--- src/tmu_vsetup_pkg.sv ---
/*
 * Widths and stage records of the vertical setup pipeline.
 * Corner coordinates are signed, deltas between corners must fit in DIFF_W bits.
 * Resolutions are unsigned and dry must be nonzero.
 */
`default_nettype none

package tmu_vsetup_pkg;

	localparam int COORD_W = 18; // Signed mesh coordinate.
	localparam int DIFF_W  = 17; // Edge delta magnitude.
	localparam int RES_W   = 12; // Destination width and height.

	// One mesh point.
	typedef struct packed {
		logic signed [COORD_W-1:0] x;
		logic signed [COORD_W-1:0] y;
	} vertex_t;

	// Request entering the pipeline.
	typedef struct packed {
		vertex_t          a;
		vertex_t          b;
		vertex_t          c;
		vertex_t          d;
		logic [RES_W-1:0] drx;
		logic [RES_W-1:0] dry;
	} quad_t;

	// Edge delta as direction plus magnitude.
	typedef struct packed {
		logic              pos; // End point is greater than A.
		logic [DIFF_W-1:0] mag;
	} delta_t;

	// Result of the difference stage.
	typedef struct packed {
		vertex_t          a;
		vertex_t          b;
		logic [RES_W-1:0] drx;
		logic [RES_W-1:0] dry;
		delta_t           dcx; // C minus A.
		delta_t           dcy;
		delta_t           ddx; // D minus A.
		delta_t           ddy;
	} diffops_t;

	// Per-edge division result, mag = quo * dry + rem.
	typedef struct packed {
		logic              pos;
		logic [DIFF_W-1:0] quo;
		logic [RES_W-1:0]  rem;
	} edgediv_t;

	// Result of the divider stage.
	typedef struct packed {
		vertex_t          a;
		vertex_t          b;
		logic [RES_W-1:0] drx;
		logic [RES_W-1:0] dry;
		edgediv_t         dcx;
		edgediv_t         dcy;
		edgediv_t         ddx;
		edgediv_t         ddy;
	} divres_t;

	// One output line of the vertical stepper.
	typedef struct packed {
		logic [RES_W-1:0] idx;   // Line number, 0 to dry-1.
		logic             last;  // Final line of the quad.
		vertex_t          left;  // Point on the A-C edge.
		vertex_t          right; // Point on the A-D edge.
		vertex_t          b;     // Context for the horizontal stage.
		logic [RES_W-1:0] drx;
	} line_t;

endpackage

`default_nettype wire
--- src/tmu_vsetup.sv ---
/*
 * Vertical setup of the texture mapping unit.
 * Difference, divide and edge-step stages chained by stb/ack links.
 * First line appears at least 20 cycles after a quad is accepted.
 */
`timescale 1ns/1ps
`default_nettype none

module tmu_vsetup (
	input  wire                        sys_clk,
	input  wire                        sys_rst,

	input  wire                        quad_stb_i,
	output logic                       quad_ack_o,
	input  wire tmu_vsetup_pkg::quad_t quad_i,

	output logic                       line_stb_o,
	input  wire                        line_ack_i,
	output tmu_vsetup_pkg::line_t      line_o
);

	logic                     ops_stb;
	logic                     ops_ack;
	tmu_vsetup_pkg::diffops_t ops;     // Deltas as magnitude and direction.
	logic                     div_stb;
	logic                     div_ack;
	tmu_vsetup_pkg::divres_t  div;     // Quotients and remainders by dry.

	tmu_vdivops u_vdivops (
		.sys_clk    (sys_clk),
		.sys_rst    (sys_rst),
		.pipe_stb_i (quad_stb_i),
		.pipe_ack_o (quad_ack_o),
		.quad_i     (quad_i),
		.pipe_stb_o (ops_stb),
		.pipe_ack_i (ops_ack),
		.ops_o      (ops)
	);

	tmu_vdiv u_vdiv (
		.sys_clk    (sys_clk),
		.sys_rst    (sys_rst),
		.pipe_stb_i (ops_stb),
		.pipe_ack_o (ops_ack),
		.ops_i      (ops),
		.pipe_stb_o (div_stb),
		.pipe_ack_i (div_ack),
		.div_o      (div)
	);

	tmu_vinterp u_vinterp (
		.sys_clk    (sys_clk),
		.sys_rst    (sys_rst),
		.pipe_stb_i (div_stb),
		.pipe_ack_o (div_ack),
		.div_i      (div),
		.pipe_stb_o (line_stb_o),
		.pipe_ack_i (line_ack_i),
		.line_o     (line_o)
	);

endmodule

`default_nettype wire

--- src/tmu_vinterp.sv ---
/*
 * Vertical edge stepper. Emits dry lines per quad, integer part only.
 * Offset on line i is floor(|diff|*i/dry), built from quotient, remainder and error term.
 * Holding ack low freezes the current line.
 */
`timescale 1ns/1ps
`default_nettype none

module tmu_vinterp (
	input  wire                          sys_clk,
	input  wire                          sys_rst,

	input  wire                          pipe_stb_i,
	output logic                         pipe_ack_o,
	input  wire tmu_vsetup_pkg::divres_t div_i,

	output logic                         pipe_stb_o,
	input  wire                          pipe_ack_i,
	output tmu_vsetup_pkg::line_t        line_o
);

	localparam int CW = tmu_vsetup_pkg::COORD_W;
	localparam int DW = tmu_vsetup_pkg::DIFF_W;
	localparam int RW = tmu_vsetup_pkg::RES_W;

	logic                    accept;
	logic                    advance;
	tmu_vsetup_pkg::divres_t div_q;
	logic [RW-1:0]           idx_q;
	logic [RW-1:0]           idx_nx;
	logic                    last_q;
	logic [DW-1:0]           off_q [4]; // Running offsets from A.
	logic [RW-1:0]           err_q [4]; // Error terms, always below dry.
	logic [DW-1:0]           off_d [4];
	logic [RW-1:0]           err_d [4];
	logic [DW-1:0]           quo   [4];
	logic [RW-1:0]           rem   [4];
	logic                    pos   [4];
	logic signed [CW-1:0]    base  [4];
	logic signed [CW-1:0]    pt    [4];

	assign pipe_ack_o = !pipe_stb_o; // Idle only.
	assign accept     = pipe_stb_i && pipe_ack_o;
	assign advance    = pipe_stb_o && pipe_ack_i && !last_q;
	assign idx_nx     = idx_q + 1'b1;

	// Edge order is cx, cy, dx, dy.
	always_comb begin
		quo[0]  = div_q.dcx.quo;
		quo[1]  = div_q.dcy.quo;
		quo[2]  = div_q.ddx.quo;
		quo[3]  = div_q.ddy.quo;
		rem[0]  = div_q.dcx.rem;
		rem[1]  = div_q.dcy.rem;
		rem[2]  = div_q.ddx.rem;
		rem[3]  = div_q.ddy.rem;
		pos[0]  = div_q.dcx.pos;
		pos[1]  = div_q.dcy.pos;
		pos[2]  = div_q.ddx.pos;
		pos[3]  = div_q.ddy.pos;
		base[0] = div_q.a.x;
		base[1] = div_q.a.y;
		base[2] = div_q.a.x;
		base[3] = div_q.a.y;
	end

	// Next offsets and current points.
	always_comb begin
		logic [RW:0] acc;
		for (int k = 0; k < 4; k++) begin
			acc = {1'b0, err_q[k]} + {1'b0, rem[k]}; // Below 2*dry.
			if (acc >= {1'b0, div_q.dry}) begin
				acc      = acc - {1'b0, div_q.dry};
				off_d[k] = off_q[k] + quo[k] + 1'b1; // Carry from error term.
			end else begin
				off_d[k] = off_q[k] + quo[k];
			end
			err_d[k] = acc[RW-1:0];
			if (pos[k]) begin
				pt[k] = base[k] + $signed({1'b0, off_q[k]});
			end else begin
				pt[k] = base[k] - $signed({1'b0, off_q[k]});
			end
		end
	end

	// Line control.
	always_ff @(posedge sys_clk) begin
		if (sys_rst) begin
			pipe_stb_o <= 1'b0;
			idx_q      <= '0;
			last_q     <= 1'b0;
		end else if (accept) begin
			pipe_stb_o <= 1'b1; // Line 0 next cycle.
			idx_q      <= '0;
			last_q     <= (div_i.dry == RW'(1));
		end else if (advance) begin
			idx_q  <= idx_nx;
			last_q <= (idx_nx == div_q.dry - 1'b1);
		end else if (pipe_stb_o && pipe_ack_i) begin
			pipe_stb_o <= 1'b0; // Last line taken.
		end
	end

	// Edge state.
	always_ff @(posedge sys_clk) begin
		if (accept) begin
			div_q <= div_i;
			for (int k = 0; k < 4; k++) begin
				off_q[k] <= '0;
				err_q[k] <= '0;
			end
		end else if (advance) begin
			for (int k = 0; k < 4; k++) begin
				off_q[k] <= off_d[k];
				err_q[k] <= err_d[k];
			end
		end
	end

	always_comb begin
		line_o.idx     = idx_q;
		line_o.last    = last_q;
		line_o.left.x  = pt[0];
		line_o.left.y  = pt[1];
		line_o.right.x = pt[2];
		line_o.right.y = pt[3];
		line_o.b       = div_q.b;
		line_o.drx     = div_q.drx;
	end

	// Registered last flag must agree with the line count.
	a_last_idx: assert property (@(posedge sys_clk) disable iff (sys_rst)
		pipe_stb_o |-> (line_o.last == (line_o.idx == div_q.dry - 1'b1)))
		else $error("tmu_vinterp: last flag out of step with line index.");

endmodule

`default_nettype wire

--- src/tmu_vdiv.sv ---
/*
 * Divider stage. Four restoring dividers, one quotient bit per cycle.
 * Result is valid 18 cycles after acceptance, one quad at a time.
 * dry must be nonzero. Flags and context pass through untouched.
 */
`timescale 1ns/1ps
`default_nettype none

module tmu_vdiv (
	input  wire                           sys_clk,
	input  wire                           sys_rst,

	input  wire                           pipe_stb_i,
	output logic                          pipe_ack_o,
	input  wire tmu_vsetup_pkg::diffops_t ops_i,

	output logic                          pipe_stb_o,
	input  wire                           pipe_ack_i,
	output tmu_vsetup_pkg::divres_t       div_o
);

	localparam int DW    = tmu_vsetup_pkg::DIFF_W;
	localparam int RW    = tmu_vsetup_pkg::RES_W;
	localparam int STEPS = DW; // One step per dividend bit.

	logic                     accept;
	logic                     running_q;  // Division in progress.
	logic [4:0]               step_q;     // Steps done so far.
	logic                     steps_done;
	tmu_vsetup_pkg::diffops_t ctx_q;      // Flags and context of the quad.
	logic [DW-1:0]            dvd_q [4];  // Dividend shifting out, quotient in.
	logic [RW-1:0]            rem_q [4];  // Partial remainder.
	logic [DW-1:0]            dvd_d [4];
	logic [RW-1:0]            rem_d [4];

	assign accept     = pipe_stb_i && pipe_ack_o;
	assign pipe_ack_o = !running_q && !pipe_stb_o; // Idle only.
	assign steps_done = (step_q == 5'(STEPS));

	// One restoring step for each of the four edges.
	always_comb begin
		logic [RW:0] trial;
		logic [RW:0] sub;
		for (int k = 0; k < 4; k++) begin
			trial = {rem_q[k], dvd_q[k][DW-1]}; // Bring down next bit.
			sub   = trial - {1'b0, ctx_q.dry};
			if (trial >= {1'b0, ctx_q.dry}) begin
				rem_d[k] = sub[RW-1:0];
				dvd_d[k] = {dvd_q[k][DW-2:0], 1'b1};
			end else begin
				rem_d[k] = trial[RW-1:0]; // Top bit is zero, trial < dry.
				dvd_d[k] = {dvd_q[k][DW-2:0], 1'b0};
			end
		end
	end

	// Sequencer.
	always_ff @(posedge sys_clk) begin
		if (sys_rst) begin
			running_q  <= 1'b0;
			step_q     <= '0;
			pipe_stb_o <= 1'b0;
		end else if (accept) begin
			running_q <= 1'b1;
			step_q    <= '0;
		end else if (running_q) begin
			if (steps_done) begin
				running_q  <= 1'b0;
				pipe_stb_o <= 1'b1; // Extra cycle after the last step.
			end else begin
				step_q <= step_q + 1'b1;
			end
		end else if (pipe_stb_o && pipe_ack_i) begin
			pipe_stb_o <= 1'b0;
		end
	end

	// Datapath.
	always_ff @(posedge sys_clk) begin
		if (accept) begin
			ctx_q    <= ops_i;
			dvd_q[0] <= ops_i.dcx.mag;
			dvd_q[1] <= ops_i.dcy.mag;
			dvd_q[2] <= ops_i.ddx.mag;
			dvd_q[3] <= ops_i.ddy.mag;
			for (int k = 0; k < 4; k++) begin
				rem_q[k] <= '0;
			end
		end else if (running_q && !steps_done) begin
			for (int k = 0; k < 4; k++) begin
				dvd_q[k] <= dvd_d[k];
				rem_q[k] <= rem_d[k];
			end
		end
	end

	always_comb begin
		div_o.a   = ctx_q.a;
		div_o.b   = ctx_q.b;
		div_o.drx = ctx_q.drx;
		div_o.dry = ctx_q.dry;
		div_o.dcx = '{pos: ctx_q.dcx.pos, quo: dvd_q[0], rem: rem_q[0]};
		div_o.dcy = '{pos: ctx_q.dcy.pos, quo: dvd_q[1], rem: rem_q[1]};
		div_o.ddx = '{pos: ctx_q.ddx.pos, quo: dvd_q[2], rem: rem_q[2]};
		div_o.ddy = '{pos: ctx_q.ddy.pos, quo: dvd_q[3], rem: rem_q[3]};
	end

	// Zero height would make the stepper run forever.
	a_dry_nonzero: assert property (@(posedge sys_clk) disable iff (sys_rst)
		accept |-> (ops_i.dry != '0))
		else $error("tmu_vdiv: quad accepted with dry of zero.");

	// Stepper subtracts dry at most once per line, so remainders must be in range.
	a_rem_range: assert property (@(posedge sys_clk) disable iff (sys_rst)
		pipe_stb_o |-> ((div_o.dcx.rem < div_o.dry) && (div_o.dcy.rem < div_o.dry)
			&& (div_o.ddx.rem < div_o.dry) && (div_o.ddy.rem < div_o.dry)))
		else $error("tmu_vdiv: remainder not below dry.");

endmodule

`default_nettype wire

--- src/tmu_vdivops.sv ---
/*
 * Difference stage. Registers C-A and D-A as magnitude and direction.
 * Differences must fit in DIFF_W bits of magnitude, larger ones wrap.
 * Sustains one quad per cycle, back-pressure holds the output register.
 */
`timescale 1ns/1ps
`default_nettype none

module tmu_vdivops (
	input  wire                           sys_clk,
	input  wire                           sys_rst,

	input  wire                           pipe_stb_i,
	output logic                          pipe_ack_o,
	input  wire tmu_vsetup_pkg::quad_t    quad_i,

	output logic                          pipe_stb_o,
	input  wire                           pipe_ack_i,
	output tmu_vsetup_pkg::diffops_t      ops_o
);

	logic accept;

	// Direction and absolute distance from origin to end point.
	function automatic tmu_vsetup_pkg::delta_t edge_delta(
		input logic signed [tmu_vsetup_pkg::COORD_W-1:0] p_end,
		input logic signed [tmu_vsetup_pkg::COORD_W-1:0] p_org
	);
		tmu_vsetup_pkg::delta_t                     d;
		logic signed [tmu_vsetup_pkg::COORD_W-1:0] diff;
		d.pos = (p_end > p_org); // Signed compare.
		if (d.pos) begin
			diff = p_end - p_org;
		end else begin
			diff = p_org - p_end; // Equal points give zero, flagged negative.
		end
		d.mag = diff[tmu_vsetup_pkg::DIFF_W-1:0];
		return d;
	endfunction

	assign pipe_ack_o = !pipe_stb_o || pipe_ack_i; // Empty or draining.
	assign accept     = pipe_stb_i && pipe_ack_o;

	always_ff @(posedge sys_clk) begin
		if (sys_rst) begin
			pipe_stb_o <= 1'b0;
		end else if (pipe_ack_o) begin
			pipe_stb_o <= pipe_stb_i; // Refill, or go empty after handing off.
		end
	end

	// Payload only moves on acceptance.
	always_ff @(posedge sys_clk) begin
		if (accept) begin
			ops_o.a   <= quad_i.a;
			ops_o.b   <= quad_i.b;
			ops_o.drx <= quad_i.drx;
			ops_o.dry <= quad_i.dry;
			ops_o.dcx <= edge_delta(quad_i.c.x, quad_i.a.x);
			ops_o.dcy <= edge_delta(quad_i.c.y, quad_i.a.y);
			ops_o.ddx <= edge_delta(quad_i.d.x, quad_i.a.x);
			ops_o.ddy <= edge_delta(quad_i.d.y, quad_i.a.y);
		end
	end

	// A stalled item must reach the divider unchanged.
	a_hold_stable: assert property (@(posedge sys_clk) disable iff (sys_rst)
		(pipe_stb_o && !pipe_ack_i) |=> (pipe_stb_o && $stable(ops_o)))
		else $error("tmu_vdivops: output changed while stalled.");

endmodule

`default_nettype wire

--- config.mk ---
export PLATFORM = sky130hd
export DESIGN_NAME = tmu_vsetup
export DESIGN_NICKNAME = d
export VERILOG_FILES = /design/src/tmu_vsetup_pkg.sv /design/src/tmu_vsetup.sv /design/src/tmu_vinterp.sv /design/src/tmu_vdiv.sv /design/src/tmu_vdivops.sv
export SDC_FILE = /design/constraint.sdc
export NUM_CORES = 2
export LEC_CHECK = 0
export ABC_AREA = 1
export BUFFER_PORTS_ARGS = -buffer_cell sky130_fd_sc_hd__buf_2
export CAP_MARGIN = 20
export CORE_ASPECT_RATIO = 0.9
export CORE_MARGIN = 3
export CORE_UTILIZATION = 30
export CTS_BUF_LIST = sky130_fd_sc_hd__clkbuf_8
export DETAILED_ROUTE_END_ITERATION = 8
export SLEW_MARGIN = 20
export SYNTH_ARGS = -nofsm -noshare
export SYNTH_HDL_FRONTEND = slang
export SYNTH_SLANG_ARGS = --single-unit
export TNS_END_PERCENT = 30
--- constraint.sdc ---
create_clock -name sys_clk -period 15.61 [get_ports sys_clk]
set_clock_uncertainty 0.1 [all_clocks]
set_input_delay 3.122 -clock sys_clk [delete_from_list [all_inputs] [get_ports sys_clk]]
set_output_delay 3.122 -clock sys_clk [all_outputs]
set_load 0.01 [all_outputs]
==> results_dict.tcl <==
set metrics [dict create \
    num_vias 39700 \
    r2r-start "u_vinterp.div_q[90]" \
    worst_ep_required_time_ns 12.39 \
    synthFlopType "edfxtp_1" \
    finalWeightedCongestion 0.951 \
    syn_avg_cell_area_um2 8.65 \
    cts_buffer_depth 3 \
    period_minus_slack_ns 7.50 \
    start_kind "flop" \
    grt_setup_unrepaired "no" \
    drt_pass1_iterations 6 \
    core_um2 165000 \
    nNetsFinal 6686 \
    path_class "flop to primary output" \
    final.setup.tns_ns 0 \
    die_width_um 436 \
    worstSetupEndpointType "primary output" \
    grt_overflow 0 \
    wl_per_cell_um 16.8 \
    mostFrequentLayoutCell "nand2_1" \
    slew_headroom 0.281 \
    fmax_mhz 133 \
    crit_fanout 4 \
    grt_max_degree 138 \
    layout_setup_ws_ns 8.11 \
    grt_first_pass_wirelength_mm 214 \
    yosys.area.top_type_share 0.431 \
    cts_setup_buffers 0 \
    grt_usage 0.160 \
    drc 0 \
    synth_area_leaders "edfxtp_1, nand2_1, ha_1" \
    drv_slew 0 \
    die_area_um2 171000 \
    syn_to_final_growth_pct 12.6 \
    power_density_nw_per_um2 88.2 \
    hold_end "u_vinterp.base[33]" \
    synth-edff-count 716 \
    setup_viol 0 \
    cts-resized-gates 0 \
    worst_pin_slew_ns 1.08 \
    cts-buffers-inserted 139 \
    viasPerCell 4.74 \
    syn_inst 5768 \
    cts_hold_buffers 0 \
    period_share 0.480 \
    cts_root_buffer "clkbuf_8" \
    drive_gt1_frac 0.101 \
    r2r_end "u_vinterp.off_q[0][6]" \
    status "finished clean" \
    h-tree-depth 4 \
    hold_path.class "flop to flop" \
    placed_cells 8137 \
    ys_async_sr_fraction 0 \
    path_clk_slew_ns 0.06 \
    port_buffers 306 \
    hold_slack_ns 0.290 \
    ys_seq_area_frac 0.440 \
    initial_core_util 0.303 \
    final_cells 8391 \
    ios 307 \
    arrival_ns 4.28 \
    maxCapViolCount 0 \
    p_leak_nw 25.2 \
    hold_viol_final 0 \
    total_power_mw 4.95 \
    num_rows 141 \
    final_antenna_net_count 0 \
    cts_tree "yes" \
    fp.dieH_um 393 \
    ys_seq_elements 738 \
    antenna_found_initial 10 \
    dr.first_iter.drc_count 2839 \
    place_ws_ns 9.03 \
    drt-total-wl_mm 141 \
    dp_hpwl_mm 109 \
    grt_pass1_vias 37200 \
    most-common-layout-cells "nand2_1, inv_1, edfxtp_1" \
    hp-start "u_vdiv.div_o[213]" \
    synth_nets 6392 \
    worst-r2r-cell-count 22 \
    synth.distinct_cells 59 \
    ys_warn_count 0 \
    clk_latency_ns 0.85 \
    ir_drop_v 0.0000795 \
    netlist.top_cell.by_area "edfxtp_1" \
    min_path_cells 0 \
    cts.sinks 738 \
    netlist_area_um2 49900 \
    r2r_slack_ns 10.45 \
]
[kinds of logic (layout without fill, tap and decap cells)]
family	count (synthesis)	count (layout)	share of synthesized area
DFF	738	738	0.440
other	0	5	0
buffers and inverters	890	1292	0.0752
xor gates and xnor gates	383	383	0.0672
adders and majority gates	452	452	0.118
and+or+nand+nor	2383	2383	0.199
AOI/OAI and AO/OA	922	922	0.101
[layout make-up]
class                   count  area, µm²
fillers                 17000     109000
multi-input cells        4140      24200
flip-flops and latches    738      21900
well taps                2216       2770
inverters                 723       2720
clock buffers             139       1910
repair buffers            320       1650
clock inverters           110        895
diodes                      5       12.5
[worst max-delay path, stage by stage (launching register included)]
cell      delay [ns]
edfxtp_1        0.44
nor3_1          0.33
nand4_1         0.18
nor2_1          0.17
nand3_1         0.08
nand2_1         0.09
o21ai_0         0.19
inv_1           0.10
nand2_1         0.06
xor2_1          0.16
ha_1            0.36
inv_1           0.07
nor3_1          0.32
nand2_1         0.09
o311ai_0        0.43
xnor2_1         0.19
buf_2           0.17
[flip-flops by register name (all words and copies together), names as in the netlist, 5 cells and up]
| signal | flops |
|---|---|
| u_vdivops.ops_o | 168 |
| u_vinterp.div_q | 132 |
| u_vdiv.div_o | 100 |
| u_vdiv.dvd_q | 68 |
| u_vinterp.off_q | 68 |
| u_vdiv.rem_q | 48 |
| u_vinterp.err_q | 48 |
| u_vinterp.line_o | 48 |
| u_vinterp.base | 36 |
| u_vinterp.idx_q | 12 |
| u_vdiv.step_q | 5 |
[per-stage QoR]
step            util  cell area (µm²)
3_5_place_dp   0.324            53300
3_3_place_gp   0.324            53300
6_report       0.341            56200
5_1_grt        0.341            56200
2_1_floorplan      -            49900
4_1_cts        0.341            56100
[per-layer routing]
layer	vias up	global-route usage	routed length [µm]
li1	19900	-	-
met1	18500	0.223	66400
met2	1136	0.249	62200
met3	226	0.0290	8420
met4	6	0.0546	4080
met5	-	0	41
[power breakdown]
part | leakage, nW | internal (mW) | switching, mW | total, mW
Sequential | 6.89 | 2.32 | 0.0530 | 2.37
Combinational | 16.8 | 0.212 | 0.431 | 0.643
Clock | 1.56 | 1.04 | 0.898 | 1.94
[Yosys cell counts, drive strengths merged, types with 28 or more instances]
cell / n
o21ai: 320
fa: 28
nand3: 266
inv: 720
xor2: 256
a21o: 32
nor3: 64
buf: 115
nand2: 1493
a21oi: 460
o21bai: 28
edfxtp: 716
nand4: 59
clkbuf: 52
ha: 424
nor2: 452
xnor2: 127
[worst max-delay path by stage]
stage                     cells after the start                    from                   to  slack (ns)
after floorplan                               7       u_vdiv.pipe_stb_o  u_vinterp.idx_q[11]        4.00
after global placement                       16  u_vinterp.off_q[0][17]          line_o[101]        9.00
after detailed placement                     16  u_vinterp.off_q[0][17]          line_o[101]        9.03
after CTS                                    16  u_vinterp.off_q[0][17]          line_o[101]        8.05
after global routing                         16   u_vinterp.off_q[0][0]          line_o[119]        7.57
final                                        16  u_vinterp.off_q[0][17]          line_o[101]        8.11
Note: power is estimated with default switching activity, not from simulation.
